File: src/rx_iq_pkg.sv
// rx iq shared definitions

package rx_iq_pkg;

    // one I or Q component
    localparam int iq_width = 16;

    // fill count width for the default depth of 32
    localparam int level_width = 6;

    // pacing period is count_top + 1 clocks
    localparam int count_top_default = 7;

    // fill thresholds that bend the pacing period
    localparam int low_mark_default  = 11;
    localparam int high_mark_default = 22;

    // i sits in the low half
    typedef struct packed {
        logic [iq_width-1:0] q;
        logic [iq_width-1:0] i;
    } iq_sample_t;

    // radio on 0, every other code takes the stream
    typedef enum logic [2:0] {
        src_radio  = 3'd0,
        src_stream = 3'd5
    } src_sel_e;

endpackage

File: src/iq_fifo_if.sv
// iq fifo bus

interface iq_fifo_if #(
    parameter int DEPTH = 2 ** (rx_iq_pkg::level_width - 1)
);
    import rx_iq_pkg::*;

    // write side
    logic                       wr_en;
    iq_sample_t                 wr_data;
    logic                       full;

    // read side, head of queue always on rd_data
    logic                       rd_en;
    iq_sample_t                 rd_data;
    logic                       empty;

    logic [$clog2(DEPTH):0]     level;

    modport src  (output wr_en, output wr_data, input full);
    modport fifo (input wr_en, input wr_data, input rd_en,
                  output full, output rd_data, output empty, output level);
    modport ctrl (output rd_en, input empty, input level);

endinterface

File: src/iq_source_mux.sv
// iq source select

module iq_source_mux (
    input  logic                          clk,
    input  logic                          rstn,
    input  rx_iq_pkg::src_sel_e           src_sel,
    input  logic [rx_iq_pkg::iq_width-1:0] radio_i,
    input  logic [rx_iq_pkg::iq_width-1:0] radio_q,
    input  logic                          radio_valid,
    input  rx_iq_pkg::iq_sample_t         s_data,
    input  logic                          s_valid,
    input  logic                          stream_en,
    input  logic                          fifo_in_en,
    input  logic                          pace,
    output logic                          s_ready,
    output logic                          overflow,
    iq_fifo_if.src                        wr
);
    import rx_iq_pkg::*;

    logic radio_sel;
    logic strobe;

    assign radio_sel = (src_sel == src_radio);

    // stream is only asked for on a pacing slot with room left
    assign s_ready = stream_en & pace & ~wr.full & ~radio_sel;

    always_comb begin
        if (radio_sel) begin
            wr.wr_data = '{q: radio_q, i: radio_i};
            strobe     = radio_valid & ~wr.full;
        end else begin
            wr.wr_data = s_data;
            strobe     = s_valid & s_ready;
        end
    end

    assign wr.wr_en = strobe & fifo_in_en;

    // radio cannot be stalled, so remember any sample lost to a full fifo
    always_ff @(posedge clk) begin
        if (!rstn) begin
            overflow <= 1'b0;
        end else if (radio_sel && radio_valid && fifo_in_en && wr.full) begin
            overflow <= 1'b1;
        end
    end

endmodule

File: src/iq_sync_fifo.sv
// single clock fwft fifo

module iq_sync_fifo #(
    parameter int DEPTH = 2 ** (rx_iq_pkg::level_width - 1)
) (
    input  logic    clk,
    input  logic    rstn,
    iq_fifo_if.fifo q
);
    import rx_iq_pkg::*;

    // depth is a power of two so the pointers wrap on their own
    localparam int AW = $clog2(DEPTH);
    localparam int LW = AW + 1;

    iq_sample_t      mem [DEPTH];
    logic [AW-1:0]   wr_ptr;
    logic [AW-1:0]   rd_ptr;
    logic [LW-1:0]   count;
    logic            do_wr;
    logic            do_rd;

    assign q.full    = (count == LW'(DEPTH));
    assign q.empty   = (count == '0);
    assign q.level   = count;
    assign q.rd_data = mem[rd_ptr];

    assign do_wr = q.wr_en & ~q.full;
    assign do_rd = q.rd_en & ~q.empty;

    // storage
    always_ff @(posedge clk) begin
        if (do_wr) begin
            mem[wr_ptr] <= q.wr_data;
        end
    end

    always_ff @(posedge clk) begin
        if (!rstn) begin
            wr_ptr <= '0;
            rd_ptr <= '0;
            count  <= '0;
        end else begin
            if (do_wr) begin
                wr_ptr <= wr_ptr + 1'b1;
            end
            if (do_rd) begin
                rd_ptr <= rd_ptr + 1'b1;
            end
            case ({do_wr, do_rd})
                2'b10:   count <= count + 1'b1;
                2'b01:   count <= count - 1'b1;
                default: count <= count;
            endcase
        end
    end

endmodule

File: src/rx_rate_ctrl.sv
// rx pacing control

module rx_rate_ctrl #(
    parameter int COUNT_TOP = rx_iq_pkg::count_top_default,
    parameter int LOW_MARK  = rx_iq_pkg::low_mark_default,
    parameter int HIGH_MARK = rx_iq_pkg::high_mark_default
) (
    input  logic    clk,
    input  logic    rstn,
    input  logic    free_run,
    input  logic    fifo_out_en,
    output logic    pace,
    output logic    trigger_out,
    iq_fifo_if.ctrl rd
);

    // must hold the stretched top of COUNT_TOP + 1
    localparam int CW = $clog2(COUNT_TOP + 2);

    logic [CW-1:0] counter;
    logic [CW-1:0] counter_top;
    logic [CW-1:0] next_top;
    logic          slot;

    assign slot = (counter == '0);

    // one tick per period, or every cycle in free run
    assign pace = slot | free_run;

    assign rd.rd_en = pace & ~rd.empty & fifo_out_en;

    // low fill reads slower, high fill reads faster
    always_comb begin
        if (rd.level < LOW_MARK) begin
            next_top = CW'(COUNT_TOP + 1);
        end else if (rd.level < HIGH_MARK) begin
            next_top = CW'(COUNT_TOP);
        end else begin
            next_top = CW'(COUNT_TOP - 1);
        end
    end

    always_ff @(posedge clk) begin
        if (!rstn) begin
            counter <= '0;
        end else if (counter == counter_top) begin
            counter <= '0;
        end else begin
            counter <= counter + 1'b1;
        end
    end

    // period is re-decided once per slot
    always_ff @(posedge clk) begin
        if (!rstn) begin
            counter_top <= CW'(COUNT_TOP);
        end else if (slot) begin
            counter_top <= next_top;
        end
    end

    // debug pulse when the period just moved
    always_ff @(posedge clk) begin
        if (!rstn) begin
            trigger_out <= 1'b0;
        end else begin
            trigger_out <= slot && (next_top != counter_top);
        end
    end

endmodule

File: src/rx_iq_out_stage.sv
// rx iq output stage

module rx_iq_out_stage (
    input  logic                           clk,
    input  logic                           rstn,
    input  logic                           valid_delay_sel,
    input  logic                           pop,
    input  rx_iq_pkg::iq_sample_t          head,
    output logic [rx_iq_pkg::iq_width-1:0] rf_i,
    output logic [rx_iq_pkg::iq_width-1:0] rf_q,
    output logic                           rf_valid,
    output rx_iq_pkg::iq_sample_t          rf_iq
);
    import rx_iq_pkg::*;

    iq_sample_t head_q;
    logic       pop_q;

    always_ff @(posedge clk) begin
        if (!rstn) begin
            pop_q <= 1'b0;
        end else begin
            pop_q <= pop;
        end
    end

    // hold the popped word for the delayed path
    always_ff @(posedge clk) begin
        if (pop) begin
            head_q <= head;
        end
    end

    assign rf_valid = valid_delay_sel ? pop_q : pop;
    assign rf_iq    = valid_delay_sel ? head_q : head;

    assign rf_i = rf_iq.i;
    assign rf_q = rf_iq.q;

endmodule

File: src/rx_iq_intf.sv
// rx iq interface top

module rx_iq_intf #(
    parameter int DEPTH     = 2 ** (rx_iq_pkg::level_width - 1),
    parameter int COUNT_TOP = rx_iq_pkg::count_top_default,
    parameter int LOW_MARK  = rx_iq_pkg::low_mark_default,
    parameter int HIGH_MARK = rx_iq_pkg::high_mark_default
) (
    input  logic                             clk,
    input  logic                             rstn,
    input  logic [rx_iq_pkg::iq_width-1:0]   radio_i,
    input  logic [rx_iq_pkg::iq_width-1:0]   radio_q,
    input  logic                             radio_valid,
    input  logic [2*rx_iq_pkg::iq_width-1:0] s_data,
    input  logic                             s_valid,
    output logic                             s_ready,
    input  logic                             stream_en,
    input  logic                             fifo_in_en,
    input  logic                             fifo_out_en,
    input  logic                             free_run,
    input  logic [2:0]                       src_sel,
    input  logic                             valid_delay_sel,
    output logic [rx_iq_pkg::iq_width-1:0]   rf_i,
    output logic [rx_iq_pkg::iq_width-1:0]   rf_q,
    output logic                             rf_valid,
    output logic [2*rx_iq_pkg::iq_width-1:0] rf_iq,
    output logic                             fifo_emptyn,
    output logic                             overflow,
    output logic                             trigger_out
);
    import rx_iq_pkg::*;

    src_sel_e src_mode;
    logic     pace;

    assign src_mode = src_sel_e'(src_sel);

    iq_fifo_if #(.DEPTH(DEPTH)) fifo_bus ();

    iq_source_mux iq_source_mux_inst (
        .clk         (clk),
        .rstn        (rstn),
        .src_sel     (src_mode),
        .radio_i     (radio_i),
        .radio_q     (radio_q),
        .radio_valid (radio_valid),
        .s_data      (s_data),
        .s_valid     (s_valid),
        .stream_en   (stream_en),
        .fifo_in_en  (fifo_in_en),
        .pace        (pace),
        .s_ready     (s_ready),
        .overflow    (overflow),
        .wr          (fifo_bus.src)
    );

    iq_sync_fifo #(.DEPTH(DEPTH)) iq_sync_fifo_inst (
        .clk  (clk),
        .rstn (rstn),
        .q    (fifo_bus.fifo)
    );

    rx_rate_ctrl #(
        .COUNT_TOP (COUNT_TOP),
        .LOW_MARK  (LOW_MARK),
        .HIGH_MARK (HIGH_MARK)
    ) rx_rate_ctrl_inst (
        .clk         (clk),
        .rstn        (rstn),
        .free_run    (free_run),
        .fifo_out_en (fifo_out_en),
        .pace        (pace),
        .trigger_out (trigger_out),
        .rd          (fifo_bus.ctrl)
    );

    // pop strobe and head word taken straight off the fifo bus
    rx_iq_out_stage rx_iq_out_stage_inst (
        .clk             (clk),
        .rstn            (rstn),
        .valid_delay_sel (valid_delay_sel),
        .pop             (fifo_bus.rd_en),
        .head            (fifo_bus.rd_data),
        .rf_i            (rf_i),
        .rf_q            (rf_q),
        .rf_valid        (rf_valid),
        .rf_iq           (rf_iq)
    );

    assign fifo_emptyn = ~fifo_bus.empty;

endmodule

File: config.mk
export PLATFORM = sky130hd
export DESIGN_NAME = rx_iq_intf
export DESIGN_NICKNAME = d
export VERILOG_FILES = /design/src/rx_iq_pkg.sv /design/src/iq_fifo_if.sv /design/src/iq_source_mux.sv /design/src/iq_sync_fifo.sv /design/src/rx_rate_ctrl.sv /design/src/rx_iq_out_stage.sv /design/src/rx_iq_intf.sv
export SDC_FILE = /design/constraint.sdc
export NUM_CORES = 1
export LEC_CHECK = 0
export BUFFER_PORTS_ARGS = -buffer_cell sky130_fd_sc_hd__buf_2
export CORE_ASPECT_RATIO = 1.5
export CORE_UTILIZATION = 50
export CTS_BUF_LIST = sky130_fd_sc_hd__clkbuf_4 sky130_fd_sc_hd__clkbuf_8 sky130_fd_sc_hd__clkbuf_16
export DETAILED_ROUTE_END_ITERATION = 8
export HOLD_SLACK_MARGIN = 0.12
export PLACE_DENSITY = 0.7
export SLEW_MARGIN = 20
export SYNTH_ARGS = -nofsm -noshare
export SYNTH_HDL_FRONTEND = slang
export SYNTH_SLANG_ARGS = --single-unit
File: constraint.sdc
create_clock -name clk -period 4.6 [get_ports clk]
set_input_delay 0.69 -clock clk [delete_from_list [all_inputs] [get_ports clk]]
set_output_delay 0.69 -clock clk [all_outputs]
set_load 0.1 [all_outputs]
==> results of run 1 <==
-- registers in the layout, indices dropped and copies added (netlist names), named ones only --
register	flops
iq_sync_fifo_inst.mem	1024
rx_iq_out_stage_inst.head_q	32
iq_sync_fifo_inst.q.level	6
iq_sync_fifo_inst.rd_ptr	5
iq_sync_fifo_inst.wr_ptr	5
rx_rate_ctrl_inst.counter	4
rx_rate_ctrl_inst.counter_top	3
iq_source_mux_inst.overflow	1
rx_iq_out_stage_inst.pop_q	1
rx_rate_ctrl_inst.trigger_out	1
-- through the flow --
stage	utilization (%)	power (mW)
after floorplan	-	14.4
after global placement	53.1	15.2
after detailed placement	53.2	15.2
after CTS	56.6	22.9
after global routing	56.7	23.4
final	56.7	22.8
-- routing by layer --
layer  GRT usage [%]  wire, µm
met5               0         0
met2            43.1     55900
met3            3.61      7400
met4            12.0      5350
met1            30.3     40900
-- logic make-up (layout without fill, tap and decap cells) --
logic type                 Yosys count  count (layout)  share of synthesized area, %
AOI/OAI and AO/OA                  417             417                          6.41
adders and majority gates           10              10                         0.288
muxes                              552             552                          12.8
xor gates and xnor gates            15              15                         0.303
and+or+nand+nor                    248             248                          3.13
buffers and inverters              195             411                          2.57
DFF                               1087            1087                          74.5
-- cells in the mapped netlist (all sizes together), types with 2 or more instances --
master,number,area [µm²]
a21oi,142,714
mux2i,519,5190
and2,3,18.8
xnor2,7,61.3
mux2,33,372
nand3,4,20.0
dfxtp,31,621
a22oi,256,1920
a21o,2,15.0
inv,12,45.0
nor2,56,210
o211ai,2,15.0
and3,3,20.0
nand3b,3,22.5
xor2,8,70.1
a211oi,2,15.0
a221oi,2,35.0
ha,10,125
nand2,116,435
nand2b,7,43.8
or3b,2,17.5
nor4,33,422
nor2b,4,25.0
nor3,2,15.0
or3,5,31.3
o21ai,8,40.0
edfxtp,1056,31700
clkbuf,71,267
or2,2,12.5
nand4,4,25.0
buf,112,802
-- power groups by stage --
stage	registers [mW]	clock network, mW	logic, mW
floorplan	11.4	0	3.00
global placement	11.4	0	3.76
detailed placement	11.4	0	3.82
CTS	11.2	7.85	3.82
global route	11.2	8.21	3.99
finish	11.2	7.76	3.84
-- final timing paths --
kind	start	to	slack, ns
max	register	rf_iq[8]	0.27
min reg2reg	iq_source_mux_inst.overflow	iq_source_mux_inst.overflow	0.46
min	fifo_in_en	iq_source_mux_inst.overflow	0.30
max reg2reg	rx_rate_ctrl_inst.counter[0]	iq_sync_fifo_inst.mem[30][7]	0.96
-- worst min-delay path, stage by stage --
cell and delay [ns]:
buf_2 0.10, nand4_1 0.06, a21oi_1 0.07
-- area by class of cell --
type / count / area [µm²]
sequential: 1087 / 32300
tap: 1139 / 1430
clock buffer: 104 / 2410
timing repair buffer: 228 / 1780
clock inverter: 67 / 586
inverter: 12 / 45.0
multi-input combinational: 1242 / 10300
fill: 6497 / 37300
-- repair_timing --
action,CTS,global route
buffers inserted,0,1
hold buffers,0,0
endpoints found under the setup margin,0,2
==> out/qor.csv, run 1 <==
metric,value,unit
cts_tree,yes,
clkPwrFrac,34.0,%
nNetsFinal,2749,
htree_levels,3,
syn_inst,2524,
worst_r2r_path_depth,8,
rsz0062_at_grt,false,
synth_nets,2610,
n_antenna_cell,0,
grt_pass1_vias,23824,
grt_use_total,24.8,%
worstMarginPinSlew,1.10,ns
rows,132,
critPathLaunchType,register,
fin_area,0.0489,mm²
tritoncts_num_sinks,1087,
syn_avg_cell_area,17.2,µm²
io_pins,145,
hold_depth,3,
core,0.0862,mm²
via_count,23617,
drcViolationCount,0,
max-slew-margin-rel,26.6,%
syn_to_final_growth,12.6,%
placed_area,0.0458,mm²
place_congestion,0.802,
p_switching,6.56,mW
die-area,0.0880,mm²
drive_gt1_share,17.2,%
synth_cell_types,49,
synth_area,0.0434,mm²
portBuffers,144,
slowest_delay,0.45,ns
ys_seq_area_share,74.5,%
fin_setup_tns,0,ns
grt-ovfl-total,0,
grt_pass1_wl,157000,µm
start_util,50.4,%
yosys_warnings,0,
dp_cells,3707,
layout_commonest_cell,edfxtp_1,
async_reset_ff_share,0,%
dp_hpwl,62400,µm
finalHoldViolCount,0,
setup_viol,0,
fin_worst_skew,0.0250,ns
path_cells,nor2b_4 > buf_12 > buf_4 > a22oi_1 > a21oi_1 > nor4_2 > mux2_1 > buf_2,
ys.flop_type,edfxtp_1,
clk_path_buf_depth,3,
seq_power_share,49.1,%
synth_edf_count,1056,
cts_root_buf,clkbuf_16,
path_buf_inv,3,
chipWidth,243,µm
ir_worst_vdd,348,µV
finalWorstSetupSlack,0.267,ns
min_period,4.33,ns
drt_iter0_drc,2455,
cts_resized,0,
clk_pin_slew_worst_paths,0.06,ns
slew_viol_final,0,
power.density,466,mW/mm²
finalNonFillerCells,3879,
max_clock_freq,231,MHz
crit_arrival,3.64,ns
dr.pass1.iters,5,
grt_antenna_before_repair,1,
synth_seq_cells,1087,
critPathKind,reg -> out,
most-common-layout-cells,"edfxtp_1 (1,056), mux2i_1 (519), a22oi_1 (256)",
intPower,16.2,mW
wire_per_inst,28.2,µm
crit_required,3.91,ns
endpoint_kind,output port,
critPathMaxFanout,49,
wirelength,110000,µm
cp_num_cells,8,
routed_via_density,6.09,
drv_cap,0,
swShare,28.8,%
status,"complete, no violations",
whs,0.304,ns
cpLargestDelayFamily,buffers and inverters,
grt_max_degree,67,
place_ws,0.851,ns
post-route-period-util,94.2,%
die_y,363,µm
antenna_left,0,
pwr-share-comb,16.8,%
p_leak,14.9,nW
cp_slowest_cell,dfxtp_1,
clock_latency,0.69,ns
hp-class,in -> reg,
cts-buffers-inserted,92,
No activity file was read; power rests on OpenSTA's default activity.
==> run 2: changes to the inputs <==
Settings changed: CORE_MARGIN from default to 5, CTS_BUF_LIST sky130_fd_sc_hd__clkbuf_4 sky130_fd_sc_hd__clkbuf_8 sky130_fd_sc_hd__clkbuf_16 to default.
==> out/qor.csv, run 2 (synthesized netlist as in run 1, its figures left out) <==
metric,value,unit
power.density,466,mW/mm²
largest-register,iq_sync_fifo_inst.mem,
core,0.0862,mm²
rows,132,
die_y,371,µm
n_antenna_cell,0,
rsz0062_at_grt,false,
clk_path_buf_depth,3,
min_to,iq_source_mux_inst.overflow,
worst_r2r_path_depth,8,
portBuffers,144,
via_count,23584,
p_total,22.8,mW
wl_met2,57500,µm
tritoncts_num_sinks,1087,
htree_levels,3,
cts_setup_buffers,0,
drcViolationCount,0,
start_util,50.4,%
seqCellArea,0.0323,mm²
max_clock_freq,227,MHz
cts_tree,yes,
intPower,16.2,mW
min_period,4.40,ns
n_fill_cell,6500,
holdCritStartpoint,fifo_in_en,
regToRegSetupSlack,0.88,ns
multiInputGateArea,0.0103,mm²
fin_setup_tns,0,ns
r2r_start,rx_rate_ctrl_inst.counter[0],
cts_resized,0,
seq_power_share,49.1,%
cts_root_buf,clkbuf_16,
crit_required,3.91,ns
hold_depth,3,
cts-buffers-inserted,92,
largest_register_ffs,1024,
ir_worst_vdd,636,µV
hp-class,in -> reg,
grt_pass1_vias,23922,
die-area,0.0929,mm²
nNetsFinal,2763,
p_leak,14.9,nW
wire_per_inst,27.9,µm
chipWidth,251,µm
io_pins,145,
worstMarginPinSlew,1.12,ns
finalHoldViolCount,0,
critPathLaunchType,register,
endpoint_kind,output port,
highest-signal-layer,met5,
dr.pass1.iters,5,
dp_hpwl,64500,µm
status,"complete, no violations",
place_congestion,0.829,
pwr-share-comb,17.5,%
layout_commonest_cell,edfxtp_1,
worstReg2RegEnd,iq_sync_fifo_inst.mem[25][15],
antenna_left,0,
fin_worst_skew,0.0378,ns
routed_via_density,6.06,
most-common-layout-cells,"edfxtp_1 (1,056), mux2i_1 (519), a22oi_1 (256)",
syn_to_final_growth,12.7,%
critPathMaxFanout,27,
crit_arrival,3.71,ns
wl_met3,7080,µm
post-route-period-util,95.7,%
grt_max_degree,63,
grt-ovfl-total,0,
drive_gt1_share,17.4,%
clkPwrFrac,33.3,%
grt_pass1_wl,157000,µm
clk_pin_slew_worst_paths,0.06,ns
grt_antenna_before_repair,1,
setup_viol,0,
swShare,28.9,%
clock_latency,0.67,ns
wirelength,109000,µm
max-slew-margin-rel,24.9,%
p_switching,6.58,mW
routedLengthMet1,40100,µm
cts-hold-fix-buffers,0,
grt_use_total,22.8,%
drt_iter0_drc,2588,
slew_viol_final,0,
critPathKind,reg -> out,
drv_cap,0,
==> run 2: cell types whose count changed in the layout (fill, tap and decap cells not counted), moves of 3 or more <==
cell	before	now
buf_2	144	134
nand2_1	103	93
clkinv_1	25	22
clkbuf_4	11	0
buf_4	48	75
clkbuf_1	0	17
nand2_2	13	23
clkinv_2	20	14
bufinv_16	9	6
==> run 2: worst max-delay path by stage <==
stage                                                 to  depth (start not counted)
after CTS                                       rf_i[12]                          9
after global placement      iq_sync_fifo_inst.mem[2][22]                          8
after global routing                            rf_i[12]                          9
after floorplan           rx_iq_out_stage_inst.head_q[0]                          5
after detailed placement    iq_sync_fifo_inst.mem[2][25]                          8
final                                           rf_i[12]                          9
==> run 2: metal layers <==
layer,up-vias,GRT usage [%]
met5,-,0
li1,10252,-
met1,12077,28.2
met2,1045,41.2
met4,2,8.46
met3,208,2.93
==> run 2: power by group through the flow <==
stage	clock network, mW	logic, mW	registers (mW)
after floorplan	0	3.00	11.4
after global placement	0	3.93	11.4
after detailed placement	0	3.99	11.4
after CTS	7.70	4.00	11.2
after global routing	8.12	4.16	11.2
final	7.60	3.99	11.2
==> run 2: cell type report <==
class / instances / share of cell area, %
timing repair buffer: 242 / 3.87
multi-input combinational: 1242 / 21.1
clock inverter: 58 / 0.964
inverter: 12 / 0.0921
sequential: 1087 / 66.1
clock buffer: 113 / 4.99
tap: 1139 / 2.91
==> run 2: critical path, cell delays in order, from the launching register on <==
cell     delay, ns
dfxtp_4       0.69
buf_12        0.30
buf_4         0.24
buf_4         0.18
mux2i_1       0.09
a22oi_1       0.24
a21oi_1       0.12
nor4_2        0.48
mux2_1        0.25
buf_2         0.43
==> run 2: through the flow <==
stage / setup slack (ns) / cell area [µm²] / hold slack [ns] / cells / utilization [%]
global placement: 0.889 / 45900 / 0.435 / 3721 / 53.3
floorplan: 0.604 / 43400 / 0.452 / 2524 / -
detailed placement: 0.846 / 46000 / 0.437 / 3722 / 53.3
finish: 0.196 / 48900 / 0.337 / 3893 / 56.8
global route: 0.0335 / 48900 / 0.329 / 3893 / 56.8
CTS: 0.111 / 48900 / 0.298 / 3893 / 56.7
